===== config.mk =====
export PLATFORM = sky130hd
export DESIGN_NAME = fetch_top
export DESIGN_NICKNAME = d
export VERILOG_FILES = /design/src/hw/fetch_pkg.sv /design/src/hw/fetch_top.sv /design/src/hw/inst_fetch.sv /design/src/hw/inst_predecode.sv /design/src/hw/inst_sram.sv /design/src/hw/pc_gen.sv
export SDC_FILE = /design/constraint.sdc
export NUM_CORES = 1
export LEC_CHECK = 0
export ABC_AREA = 0
export BUFFER_PORTS_ARGS = -buffer_cell sky130_fd_sc_hd__buf_4
export CORE_ASPECT_RATIO = 2
export CORE_MARGIN = 2
export CORE_UTILIZATION = 59
export CTS_CLUSTER_SIZE = 40
export DETAILED_ROUTE_END_ITERATION = 10
export MAX_ROUTING_LAYER = met4
export PLACE_DENSITY_LB_ADDON = 0.05
export SKIP_LAST_GASP = 1
export SYNTH_ARGS = -nofsm -noshare
export SYNTH_HDL_FRONTEND = slang
export SYNTH_HIERARCHICAL = 1
export SYNTH_SLANG_ARGS = --single-unit

===== constraint.sdc =====
create_clock -name clk -period 4.2 [get_ports clk]
set_input_delay 0.84 -clock clk [delete_from_list [all_inputs] [get_ports clk]]
set_output_delay 0.84 -clock clk [all_outputs]
set_load 0.01 [all_outputs]

===== src/sim/program.hex =====
// one 32-bit instruction word per line, address 0 first
00000013
00112023
00012083
00208463
008000ef
00008067
00000073
123450b7
00001097
002081b3
00004501
0000000b
00310113
0040a183
00100073
fe000ee3


===== src/hw/fetch_pkg.sv =====
// Fetch front end shared definitions
`default_nettype none

package fetch_pkg;

    // datapath and memory sizes
    localparam int XLEN = 32;
    localparam int MEM_WORDS = 16;
    localparam int IDX_W = $clog2(MEM_WORDS);
    localparam logic [XLEN-1:0] RESET_PC = 32'h0000_0000;

    // cycles from the accepted address to rvalid
    localparam int SRAM_WAIT = 2;
    localparam int WAIT_W = $clog2(SRAM_WAIT + 1);

    // AXI response codes
    localparam logic [1:0] RESP_OKAY = 2'b00;
    localparam logic [1:0] RESP_SLVERR = 2'b10;

    typedef enum logic [1:0] {
        idle,
        wait_data,
        drop
    } fetch_state_e;

    // major opcode, inst[6:2]
    typedef enum logic [4:0] {
        opc_load   = 5'b00000,
        opc_op_imm = 5'b00100,
        opc_auipc  = 5'b00101,
        opc_store  = 5'b01000,
        opc_op     = 5'b01100,
        opc_lui    = 5'b01101,
        opc_branch = 5'b11000,
        opc_jalr   = 5'b11001,
        opc_jal    = 5'b11011,
        opc_system = 5'b11100
    } opcode_e;

    typedef enum logic [2:0] {
        op_alu,
        op_load,
        op_store,
        op_branch,
        op_jump,
        op_system,
        op_illegal,
        op_fault
    } op_class_e;

    typedef struct packed {
        logic [XLEN-1:0] addr;
    } axi_ar_t;

    typedef struct packed {
        logic [XLEN-1:0] data;
        logic [1:0]      resp;
    } axi_r_t;

    typedef struct packed {
        logic [XLEN-1:0] pc;
        logic [XLEN-1:0] inst;
        logic            bus_err;
    } fetch_pkt_t;

    typedef struct packed {
        logic [XLEN-1:0] pc;
        logic [XLEN-1:0] inst;
        op_class_e       op_class;
    } pred_out_t;

endpackage

`default_nettype wire


===== src/hw/fetch_top.sv =====
// Instruction fetch front end
`timescale 1ns/100ps
`default_nettype none

module fetch_top import fetch_pkg::*; (
    input  wire logic            clk,
    input  wire logic            rst,
    input  wire logic            redirect_valid,
    input  wire logic [XLEN-1:0] redirect_pc,
    output logic                 out_valid,
    output pred_out_t            out,
    input  wire logic            out_ready
);

    logic            pc_valid;
    logic [XLEN-1:0] pc;
    logic            pc_ready;

    // AXI4-Lite read channels
    logic            arvalid;
    logic            arready;
    axi_ar_t         ar;
    logic            rvalid;
    logic            rready;
    axi_r_t          r;

    logic            pkt_valid;
    fetch_pkt_t      pkt;
    logic            pkt_ready;

    pc_gen u_pc_gen (
        .clk            (clk),
        .rst            (rst),
        .redirect_valid (redirect_valid),
        .redirect_pc    (redirect_pc),
        .pc_valid       (pc_valid),
        .pc             (pc),
        .pc_ready       (pc_ready)
    );

    inst_fetch u_inst_fetch (
        .clk            (clk),
        .rst            (rst),
        .redirect_valid (redirect_valid),
        .pc_valid       (pc_valid),
        .pc             (pc),
        .pc_ready       (pc_ready),
        .arvalid        (arvalid),
        .arready        (arready),
        .ar             (ar),
        .rvalid         (rvalid),
        .rready         (rready),
        .r              (r),
        .pkt_valid      (pkt_valid),
        .pkt            (pkt),
        .pkt_ready      (pkt_ready)
    );

    inst_sram u_inst_sram (
        .clk     (clk),
        .rst     (rst),
        .arvalid (arvalid),
        .arready (arready),
        .ar      (ar),
        .rvalid  (rvalid),
        .rready  (rready),
        .r       (r)
    );

    inst_predecode u_inst_predecode (
        .clk            (clk),
        .rst            (rst),
        .redirect_valid (redirect_valid),
        .pkt_valid      (pkt_valid),
        .pkt            (pkt),
        .pkt_ready      (pkt_ready),
        .out_valid      (out_valid),
        .out            (out),
        .out_ready      (out_ready)
    );

endmodule

`default_nettype wire


===== src/hw/inst_fetch.sv =====
// AXI4-Lite instruction fetch master
`timescale 1ns/100ps
`default_nettype none

module inst_fetch import fetch_pkg::*; (
    input  wire logic            clk,
    input  wire logic            rst,
    input  wire logic            redirect_valid,
    input  wire logic            pc_valid,
    input  wire logic [XLEN-1:0] pc,
    output logic                 pc_ready,
    output logic                 arvalid,
    input  wire logic            arready,
    output axi_ar_t              ar,
    input  wire logic            rvalid,
    output logic                 rready,
    input  wire axi_r_t          r,
    output logic                 pkt_valid,
    output fetch_pkt_t           pkt,
    input  wire logic            pkt_ready
);

    fetch_state_e    state;
    fetch_state_e    state_next;
    logic [XLEN-1:0] pc_q;
    logic            slot_free;
    logic            ar_hs;
    logic            r_hs;

    // only issue when the result will have somewhere to go
    assign slot_free = !pkt_valid || pkt_ready;
    assign arvalid = (state == idle) && pc_valid && slot_free;
    assign ar = '{addr: pc};
    assign ar_hs = arvalid && arready;
    assign pc_ready = ar_hs;

    assign rready = (state == wait_data) || (state == drop);
    assign r_hs = rvalid && rready;

    always_comb begin
        state_next = state;
        case (state)
            idle: begin
                // address sent in the redirect cycle is already stale
                if (ar_hs) begin
                    state_next = redirect_valid ? drop : wait_data;
                end
            end
            wait_data: begin
                if (r_hs) begin
                    state_next = idle;
                end else if (redirect_valid) begin
                    state_next = drop;
                end
            end
            drop: begin
                if (r_hs) begin
                    state_next = idle;
                end
            end
            default: state_next = idle;
        endcase
    end

    always_ff @(posedge clk) begin
        if (rst) begin
            state <= idle;
        end else begin
            state <= state_next;
        end
    end

    // pc of the read on the bus, paired with its data later
    always_ff @(posedge clk) begin
        if (ar_hs) begin
            pc_q <= pc;
        end
    end

    always_ff @(posedge clk) begin
        if (rst || redirect_valid) begin
            pkt_valid <= 1'b0;
        end else if (state == wait_data && r_hs) begin
            pkt_valid <= 1'b1;
        end else if (pkt_ready) begin
            pkt_valid <= 1'b0;
        end
    end

    always_ff @(posedge clk) begin
        if (state == wait_data && r_hs) begin
            pkt.pc <= pc_q;
            pkt.inst <= r.data;
            pkt.bus_err <= (r.resp != RESP_OKAY);
        end
    end

    a_ar_hold: assert property (@(posedge clk) disable iff (rst)
        arvalid && !arready |=> arvalid);

endmodule

`default_nettype wire


===== src/hw/inst_predecode.sv =====
// Instruction class predecode
`timescale 1ns/100ps
`default_nettype none

module inst_predecode import fetch_pkg::*; (
    input  wire logic       clk,
    input  wire logic       rst,
    input  wire logic       redirect_valid,
    input  wire logic       pkt_valid,
    input  wire fetch_pkt_t pkt,
    output logic            pkt_ready,
    output logic            out_valid,
    output pred_out_t       out,
    input  wire logic       out_ready
);

    function automatic op_class_e classify(input fetch_pkt_t p);
        op_class_e cls;
        cls = op_illegal;
        if (p.bus_err) begin
            cls = op_fault;
        end else if (p.inst[1:0] == 2'b11) begin
            case (p.inst[6:2])
                opc_op, opc_op_imm, opc_lui, opc_auipc: cls = op_alu;
                opc_load:                               cls = op_load;
                opc_store:                              cls = op_store;
                opc_branch:                             cls = op_branch;
                opc_jal, opc_jalr:                      cls = op_jump;
                opc_system:                             cls = op_system;
                default:                                cls = op_illegal;
            endcase
        end
        return cls;
    endfunction

    // slot takes a new packet when empty or emptying
    assign pkt_ready = !out_valid || out_ready;

    always_ff @(posedge clk) begin
        if (rst || redirect_valid) begin
            out_valid <= 1'b0;
        end else if (pkt_valid && pkt_ready) begin
            out_valid <= 1'b1;
        end else if (out_ready) begin
            out_valid <= 1'b0;
        end
    end

    always_ff @(posedge clk) begin
        if (pkt_valid && pkt_ready) begin
            out.pc <= pkt.pc;
            out.inst <= pkt.inst;
            out.op_class <= classify(pkt);
        end
    end

endmodule

`default_nettype wire


===== src/hw/inst_sram.sv =====
// Read-only instruction memory
`timescale 1ns/100ps
`default_nettype none

module inst_sram import fetch_pkg::*; (
    input  wire logic    clk,
    input  wire logic    rst,
    input  wire logic    arvalid,
    output logic         arready,
    input  wire axi_ar_t ar,
    output logic         rvalid,
    input  wire logic    rready,
    output axi_r_t       r
);

    logic [XLEN-1:0]   mem [MEM_WORDS];
    logic [XLEN-1:0]   addr_q;
    logic [WAIT_W-1:0] wait_cnt;
    logic              busy;
    logic              in_range;

    initial begin
        $readmemh("/design/src/sim/program.hex", mem);
    end

    // one read at a time
    assign arready = !busy;
    assign rvalid = busy && (wait_cnt == '0);

    always_ff @(posedge clk) begin
        if (rst) begin
            busy <= 1'b0;
            wait_cnt <= '0;
        end else if (arvalid && arready) begin
            busy <= 1'b1;
            wait_cnt <= WAIT_W'(SRAM_WAIT - 1);
        end else if (rvalid && rready) begin
            busy <= 1'b0;
        end else if (busy && wait_cnt != '0) begin
            wait_cnt <= wait_cnt - 1'b1;
        end
    end

    always_ff @(posedge clk) begin
        if (arvalid && arready) begin
            addr_q <= ar.addr;
        end
    end

    // anything past the last word answers with SLVERR
    assign in_range = addr_q < XLEN'(MEM_WORDS * 4);

    always_comb begin
        if (in_range) begin
            r.data = mem[addr_q[IDX_W+1:2]];
            r.resp = RESP_OKAY;
        end else begin
            r.data = '0;
            r.resp = RESP_SLVERR;
        end
    end

    a_r_hold: assert property (@(posedge clk) disable iff (rst)
        rvalid && !rready |=> rvalid && $stable(r));

endmodule

`default_nettype wire


===== src/hw/pc_gen.sv =====
// Program counter generator
`timescale 1ns/100ps
`default_nettype none

module pc_gen import fetch_pkg::*; (
    input  wire logic            clk,
    input  wire logic            rst,
    input  wire logic            redirect_valid,
    input  wire logic [XLEN-1:0] redirect_pc,
    output logic                 pc_valid,
    output logic [XLEN-1:0]      pc,
    input  wire logic            pc_ready
);

    // valid comes up on the first cycle out of reset and stays there
    always_ff @(posedge clk) begin
        if (rst) begin
            pc_valid <= 1'b0;
        end else begin
            pc_valid <= 1'b1;
        end
    end

    // redirect wins over a transfer in the same cycle
    always_ff @(posedge clk) begin
        if (rst) begin
            pc <= RESET_PC;
        end else if (redirect_valid) begin
            pc <= redirect_pc;
        end else if (pc_valid && pc_ready) begin
            pc <= pc + XLEN'(4);
        end
    end

    a_pc_aligned: assert property (@(posedge clk) disable iff (rst)
        pc[1:0] == 2'b00);

endmodule

`default_nettype wire


==> results of run 1 <==
[metrics by stage]
stage | instances | cell area (um^2) | power [mW]
finish | 847 | 9860 | 4.92
global route | 847 | 9860 | 5.12
CTS | 847 | 9860 | 4.97
detailed placement | 814 | 9290 | 3.39
global placement | 814 | 9290 | 3.35
floorplan | 586 | 8730 | 3.26
[per-layer routing]
layer  routed length [um]  part of all wire (%)  up-vias
met5                    0                     0        -
met4                  578                   4.2        0
met3                  596                   4.3       42
met2                 7780                    56      147
met1                 4910                    35     2161
li1                     -                     -     2193
[registers in the layout (all words and copies together) (netlist names)]
signal	flops
u_inst_fetch/pc_q	32
u_inst_fetch/pkt	65
u_inst_fetch/pkt_valid	1
u_inst_fetch/state	2
u_inst_predecode/out	67
u_inst_predecode/out_valid	1
u_inst_sram/addr_q	26
u_inst_sram/busy	1
u_inst_sram/wait_cnt	2
u_pc_gen/pc	32
u_pc_gen/pc_valid	1
[placed cells by master, fill, tap and decap left out, drive strengths merged, types with 2 or more instances in the layout]
cell and count:
buf 109, nor4 16, nor2b 3, and2 3, and4 7, nor3 5
o21ai 11, conb 33, dfxtp 40, or2 2, nand4 15, nand2b 7
o211ai 2, edfxtp 190, mux2i 4, nor2 28, nor3b 4, ha 5
and3 6, a21oi 8, nand2 17, inv 22, o41ai 2, nand3 12
clkbuf 24, clkinv 7, or4 10, clkinvlp 2, xnor2 9, a311oi 6
o31ai 5, a31oi 3, xor2 5, or3 3, a211oi 18
[area by class of cell]
class	count	area share (%)
flip-flops and latches	230	66.0
multi-input cells	261	16.7
repair buffers	109	8.30
clock buffers	24	5.12
well taps	192	2.44
inverters	22	0.838
clock inverters	9	0.597
[worst paths after layout]
kind | from | to | slack [ns]
worst min-delay path | u_inst_fetch/pkt[52] | u_inst_predecode/out[54] | 0.41
worst max register to register | u_inst_fetch/state[0] | u_pc_gen/pc[21] | 1.52
worst min register to register | u_inst_fetch/pkt[52] | u_inst_predecode/out[54] | 0.41
worst max-delay path | out_ready | u_pc_gen/pc[21] | 1.41
[power by group through the flow]
stage | combinational (mW) | clock [mW] | sequential, mW
5_1_grt | 0.474 | 1.71 | 2.94
2_1_floorplan | 0.326 | 0 | 2.93
4_1_cts | 0.431 | 1.63 | 2.91
3_3_place_gp | 0.406 | 0 | 2.94
3_5_place_dp | 0.429 | 0 | 2.96
6_report | 0.424 | 1.58 | 2.91
[critical path, delay by kind of cell]
| kind | cells | cell delay, ns |
|---|---|---|
| simple gates | 7 | 2.00 |
| buf+inv | 1 | 0.07 |
| compound gates | 1 | 0.26 |
==> results.sh, run 1 <==
export IMPL_switching_share_pct=22.6
export IMPL_tritoncts="yes"
export IMPL_place_congestion=0.861
export IMPL_p_leak_nw=3.45
export IMPL_finalCritPeriodShare_pct=66.4
export IMPL_vias_per_cell=5.36
export IMPL_clk_pin_slew_worst_paths_ns=0.07
export IMPL_globalRoute_busiestLayer="met2"
export IMPL_grt_met2_usage_pct=33.7
export IMPL_remaining_drc_errors=0
export IMPL_syn_inst=554
export IMPL_share_clk_of_total_power_pct=32.2
export IMPL_critPathLaunchType="input port"
export IMPL_cell_internal_pwr_mw=3.81
export IMPL_flip_flop_and_latch_area_um2=6510
export IMPL_worstPathCellList="buf_4 -> nand2b_1 -> nand2b_1 -> and3_1 -> and2_1 -> and4_1 -> nand3_1 -> or4_2 -> a311oi_1"
export IMPL_maxCapViolCount=0
export IMPL_routed_via_count=4543
export IMPL_io_pins=104
export IMPL_reg2regPathDepth=8
export IMPL_worstSetupEndpointType="flip-flop"
export IMPL_tritoncts_num_sinks=230
export IMPL_clk_latency_ns=0.48
export IMPL_std_cell_rows=62
export IMPL_count_of_antenna_diodes_in_the_layout=0
export IMPL_power_density_nw_per_um2=499
export IMPL_fp_dieW_um=89.4
export IMPL_worst_hold_path_num_cells=0
export IMPL_setup_viol=0
export IMPL_grtUsageTotal_pct=18.9
export IMPL_max_slew_margin_pct=24.7
export IMPL_rsz_0062_raised_after_global_routing="no"
export IMPL_antenna_found_initial=0
export IMPL_worst_hold_path_class="flip-flop to flip-flop"
export IMPL_gr_util_met1_pct=20.2
export IMPL_cts_inserted_buffers=19
export IMPL_finalCriticalPeriod_ns=2.79
export IMPL_yosysWarningCount=6
export IMPL_grt_pass1_wl_mm=22.1
export IMPL_timing_critical_path_slowest_cell_delay_ns=0.68
export IMPL_grt_max_degree=68
export IMPL_timing_worst_slew_pin_value_ns=1.13
export IMPL_detail_route_antenna_nets=0
export IMPL_share_of_final_layout_standard_cells_stronger_than_drive_strength_1_pct=23.5
export IMPL_finish_net_count=684
export IMPL_final_util_pct=68.7
export IMPL_netlist_area_um2=8610
export IMPL_cts_setup_buffers=0
export IMPL_worst_ir_drop_vdd_mv=0.407
export IMPL_holdWs_ns=0.413
export IMPL_slew_violations=0
export IMPL_total_congestion_overflow_after_global_routing=0
export IMPL_final_setup_worst_slack_ns=1.41
export IMPL_design_core_area_um2=14400
export IMPL_post_dp_hpwl_mm=9.58
export IMPL_ctsResizeCount=0
export IMPL_cp_slowest_cell="sky130_fd_sc_hd__or4_2"
export IMPL_dieArea_um2=15600
export IMPL_critical_path_arrival_ns=3.17
export IMPL_cts_hold_repair_buffers=0
export IMPL_global_route_usage_met3_pct=2.46
export IMPL_clk_root_buffer_cell="sky130_fd_sc_hd__clkbuf_16"
export IMPL_crit_top_cell="sky130_fd_sc_hd__nand2b_1"
export IMPL_power_sequential_fraction_pct=59.2
export IMPL_place_ws_ns=0.930
export IMPL_routed_wl_mm=13.9
export IMPL_first_drt_iteration_drcs=233
export IMPL_final_hold_viol_count=0
export IMPL_criticalPathCategory="input port to flip-flop"
export IMPL_achievable_frequency_ghz=0.359
export IMPL_worst_ep_required_time_ns=4.58
export IMPL_final_setup_skew_ns=0.0235
export IMPL_die_height_um=175
export IMPL_cts_htree_levels=1
export IMPL_switching_power_mw=1.11
export IMPL_start_util_pct=60.0
export IMPL_combPwrFrac_pct=8.6
export IMPL_combined_area_of_the_multi_input_logic_cells_um2=1650
export IMPL_avgRoutedWirePerCell_um=16.4
export IMPL_outcome="completed"
export IMPL_io_buffers=103
export IMPL_drt_first_pass_iters=5
export IMPL_synth_area_per_cell_um2=15.5
export IMPL_max_clock_path_buffers=3
export IMPL_crit_fanout=8
export IMPL_fillCellCount=1021
export IMPL_final_setup_tns_ns=0
export IMPL_first_global_vias=4622
export IMPL_areaGrowthSynthToFinish_pct=14.4
Power figures use the tool's default switching activity.
==> run 2: changes to the inputs <==
- clock period: 4.2 -> 2.8 ns (I/O delays scaled with it)
==> results.sh, run 2 (synthesized netlist as in run 1, its figures left out) <==
export IMPL_finish_net_count=697
export IMPL_grt_pass1_wl_mm=22.5
export IMPL_routed_via_count=4580
export IMPL_io_pins=104
export IMPL_fp_dieW_um=89.4
export IMPL_cts_setup_buffers=0
export IMPL_holdWs_ns=0.317
export IMPL_max_clock_path_buffers=3
export IMPL_worst_ep_required_time_ns=3.15
export IMPL_timing_rr_start="u_inst_fetch/state[1]"
export IMPL_detail_route_antenna_nets=0
export IMPL_reg2regPathDepth=10
export IMPL_worstReg2RegEnd="u_pc_gen/pc[27]"
export IMPL_tritoncts_num_sinks=230
export IMPL_remaining_drc_errors=0
export IMPL_placed_cells=827
export IMPL_tritoncts="yes"
export IMPL_finalCritPeriodShare_pct=86.9
export IMPL_final_common_cell="sky130_fd_sc_hd__edfxtp_1"
export IMPL_io_buffers=103
export IMPL_critPathLaunchType="flip-flop"
export IMPL_final_setup_tns_ns=0
export IMPL_finalCriticalPeriod_ns=2.43
export IMPL_setup_reg_to_reg_worst_slack_ns=0.37
export IMPL_worstSetupEndpointType="flip-flop"
export IMPL_grt_max_degree=46
export IMPL_total_congestion_overflow_after_global_routing=0
export IMPL_criticalPathCategory="flip-flop to flip-flop"
export IMPL_cts_inserted_buffers=19
export IMPL_layout_cells_most_common_list="sky130_fd_sc_hd__edfxtp_1 (190), sky130_fd_sc_hd__buf_4 (120), sky130_fd_sc_hd__dfxtp_1 (40)"
export IMPL_number_of_flip_flops_under_the_largest_register_name=67
export IMPL_cts_hold_repair_buffers=0
export IMPL_design_core_area_um2=14400
export IMPL_routed_wl_met2_mm=7.92
export IMPL_areaGrowthSynthToFinish_pct=16.7
export IMPL_final_setup_skew_ns=0.00865
export IMPL_avgRoutedWirePerCell_um=16.6
export IMPL_routed_wl_mm=14.3
export IMPL_achievable_frequency_ghz=0.411
export IMPL_clk_pin_slew_worst_paths_ns=0.07
export IMPL_clk_latency_ns=0.48
export IMPL_worst_ir_drop_vdd_mv=0.705
export IMPL_start_util_pct=60.0
export IMPL_maxCapViolCount=0
export IMPL_cts_htree_levels=1
export IMPL_p_leak_nw=3.56
export IMPL_setup_viol=0
export IMPL_slew_violations=0
export IMPL_antenna_found_initial=0
export IMPL_die_height_um=175
export IMPL_critical_path_arrival_ns=2.79
export IMPL_wirelength_met1_mm=5.01
export IMPL_place_congestion=0.929
export IMPL_largest_registers="u_inst_predecode/out (67), u_inst_fetch/pkt (65)"
export IMPL_grtUsageTotal_pct=19.4
export IMPL_registers_top_by_ff_count="u_inst_predecode/out"
export IMPL_post_dp_hpwl_mm=9.85
export IMPL_max_slew_margin_pct=17.3
export IMPL_worst_hold_path_num_cells=3
export IMPL_rsz_0062_raised_after_global_routing="no"
export IMPL_power_density_nw_per_um2=761
export IMPL_final_hold_viol_count=0
export IMPL_worst_hold_path_class="input port to flip-flop"
export IMPL_first_global_vias=4644
export IMPL_fillCellCount=959
export IMPL_crit_fanout=17
export IMPL_ctsResizeCount=0
export IMPL_hold_path_startpoint="redirect_pc[1]"
export IMPL_hold_path_sink="u_pc_gen/pc[1]"
export IMPL_dr_wl_met3_um=672
export IMPL_timing_worst_slew_pin_value_ns=1.24
export IMPL_std_cell_rows=62
export IMPL_final_design_area_no_fill_um2=10100
export IMPL_dr_max_layer_used="met4"
export IMPL_drt_first_pass_iters=4
export IMPL_share_of_final_layout_standard_cells_stronger_than_drive_strength_1_pct=25.3
export IMPL_vias_per_cell=5.32
export IMPL_instances_no_fill=861
export IMPL_dpl_cell_area_um2=9420
export IMPL_first_drt_iteration_drcs=260
export IMPL_dieArea_um2=15600
export IMPL_count_of_antenna_diodes_in_the_layout=0
export IMPL_outcome="completed"
export IMPL_clk_root_buffer_cell="sky130_fd_sc_hd__clkbuf_16"
## run 2: cell types whose count changed in the layout (fill, tap and decap cells not counted), sizes merged
cell      delta
buf         +13
bufinv       +1
clkbuf       +4
clkinv       -2
clkinvlp     -2
## run 2: worst max path at each step
stage / startpoint / end / slack (ns) / cells past startpoint
detailed placement: out_ready / u_pc_gen/pc[21] / 0.1 / 9
floorplan: out_ready / u_pc_gen/pc[21] / 0.004 / 8
global route: u_inst_predecode/out_valid / u_pc_gen/pc[27] / 0.17 / 10
CTS: u_inst_fetch/state[1] / u_pc_gen/pc[27] / 0.29 / 10
finish: u_inst_fetch/state[1] / u_pc_gen/pc[27] / 0.37 / 10
global placement: out_ready / u_pc_gen/pc[21] / 0.16 / 9
## run 2: critical path, stage by stage (launching register included)
cell and delay, ns:
sky130_fd_sc_hd__dfxtp_1 0.32, sky130_fd_sc_hd__inv_1 0.09, sky130_fd_sc_hd__ha_1 0.20, sky130_fd_sc_hd__and3_1 0.19
sky130_fd_sc_hd__and2_4 0.18, sky130_fd_sc_hd__buf_4 0.24, sky130_fd_sc_hd__nand4_1 0.17, sky130_fd_sc_hd__nor4_2 0.24
sky130_fd_sc_hd__buf_4 0.21, sky130_fd_sc_hd__a211oi_1 0.08, sky130_fd_sc_hd__a2111oi_0 0.38
## run 2: report_power, final
| part | total [mW] | switching (mW) | internal, mW |
|---|---|---|---|
| Combinational | 0.669 | 0.422 | 0.247 |
| Sequential | 4.36 | 0.167 | 4.20 |
| Clock | 2.62 | 1.10 | 1.52 |
## run 2: layer usage
metal	GRT usage [%]	vias to the layer above
met2	33.2	171
met3	2.69	38
met5	-	-
met4	9.89	0
met1	21.5	2152
li1	-	2219
## run 2: cell type report
type | count | area [um^2] | area share [%]
Tap cell | 192 | 240 | 2.39
Multi-Input combinational cell | 261 | 1650 | 16.4
Clock buffer | 28 | 572 | 5.69
Inverter | 22 | 82.6 | 0.821
Timing Repair Buffer | 122 | 941 | 9.36
Clock inverter | 6 | 61.3 | 0.610
Sequential cell | 230 | 6510 | 64.7
## run 2: per-stage QoR
stage	setup WS, ns	utilization [%]	power (mW)
final	0.365	70.1	7.66
after global routing	0.167	70.1	7.96
after CTS	0.287	70.1	7.72
after detailed placement	0.0957	65.7	5.11
after global placement	0.156	65.7	5.05
after floorplan	0.00389	-	4.88
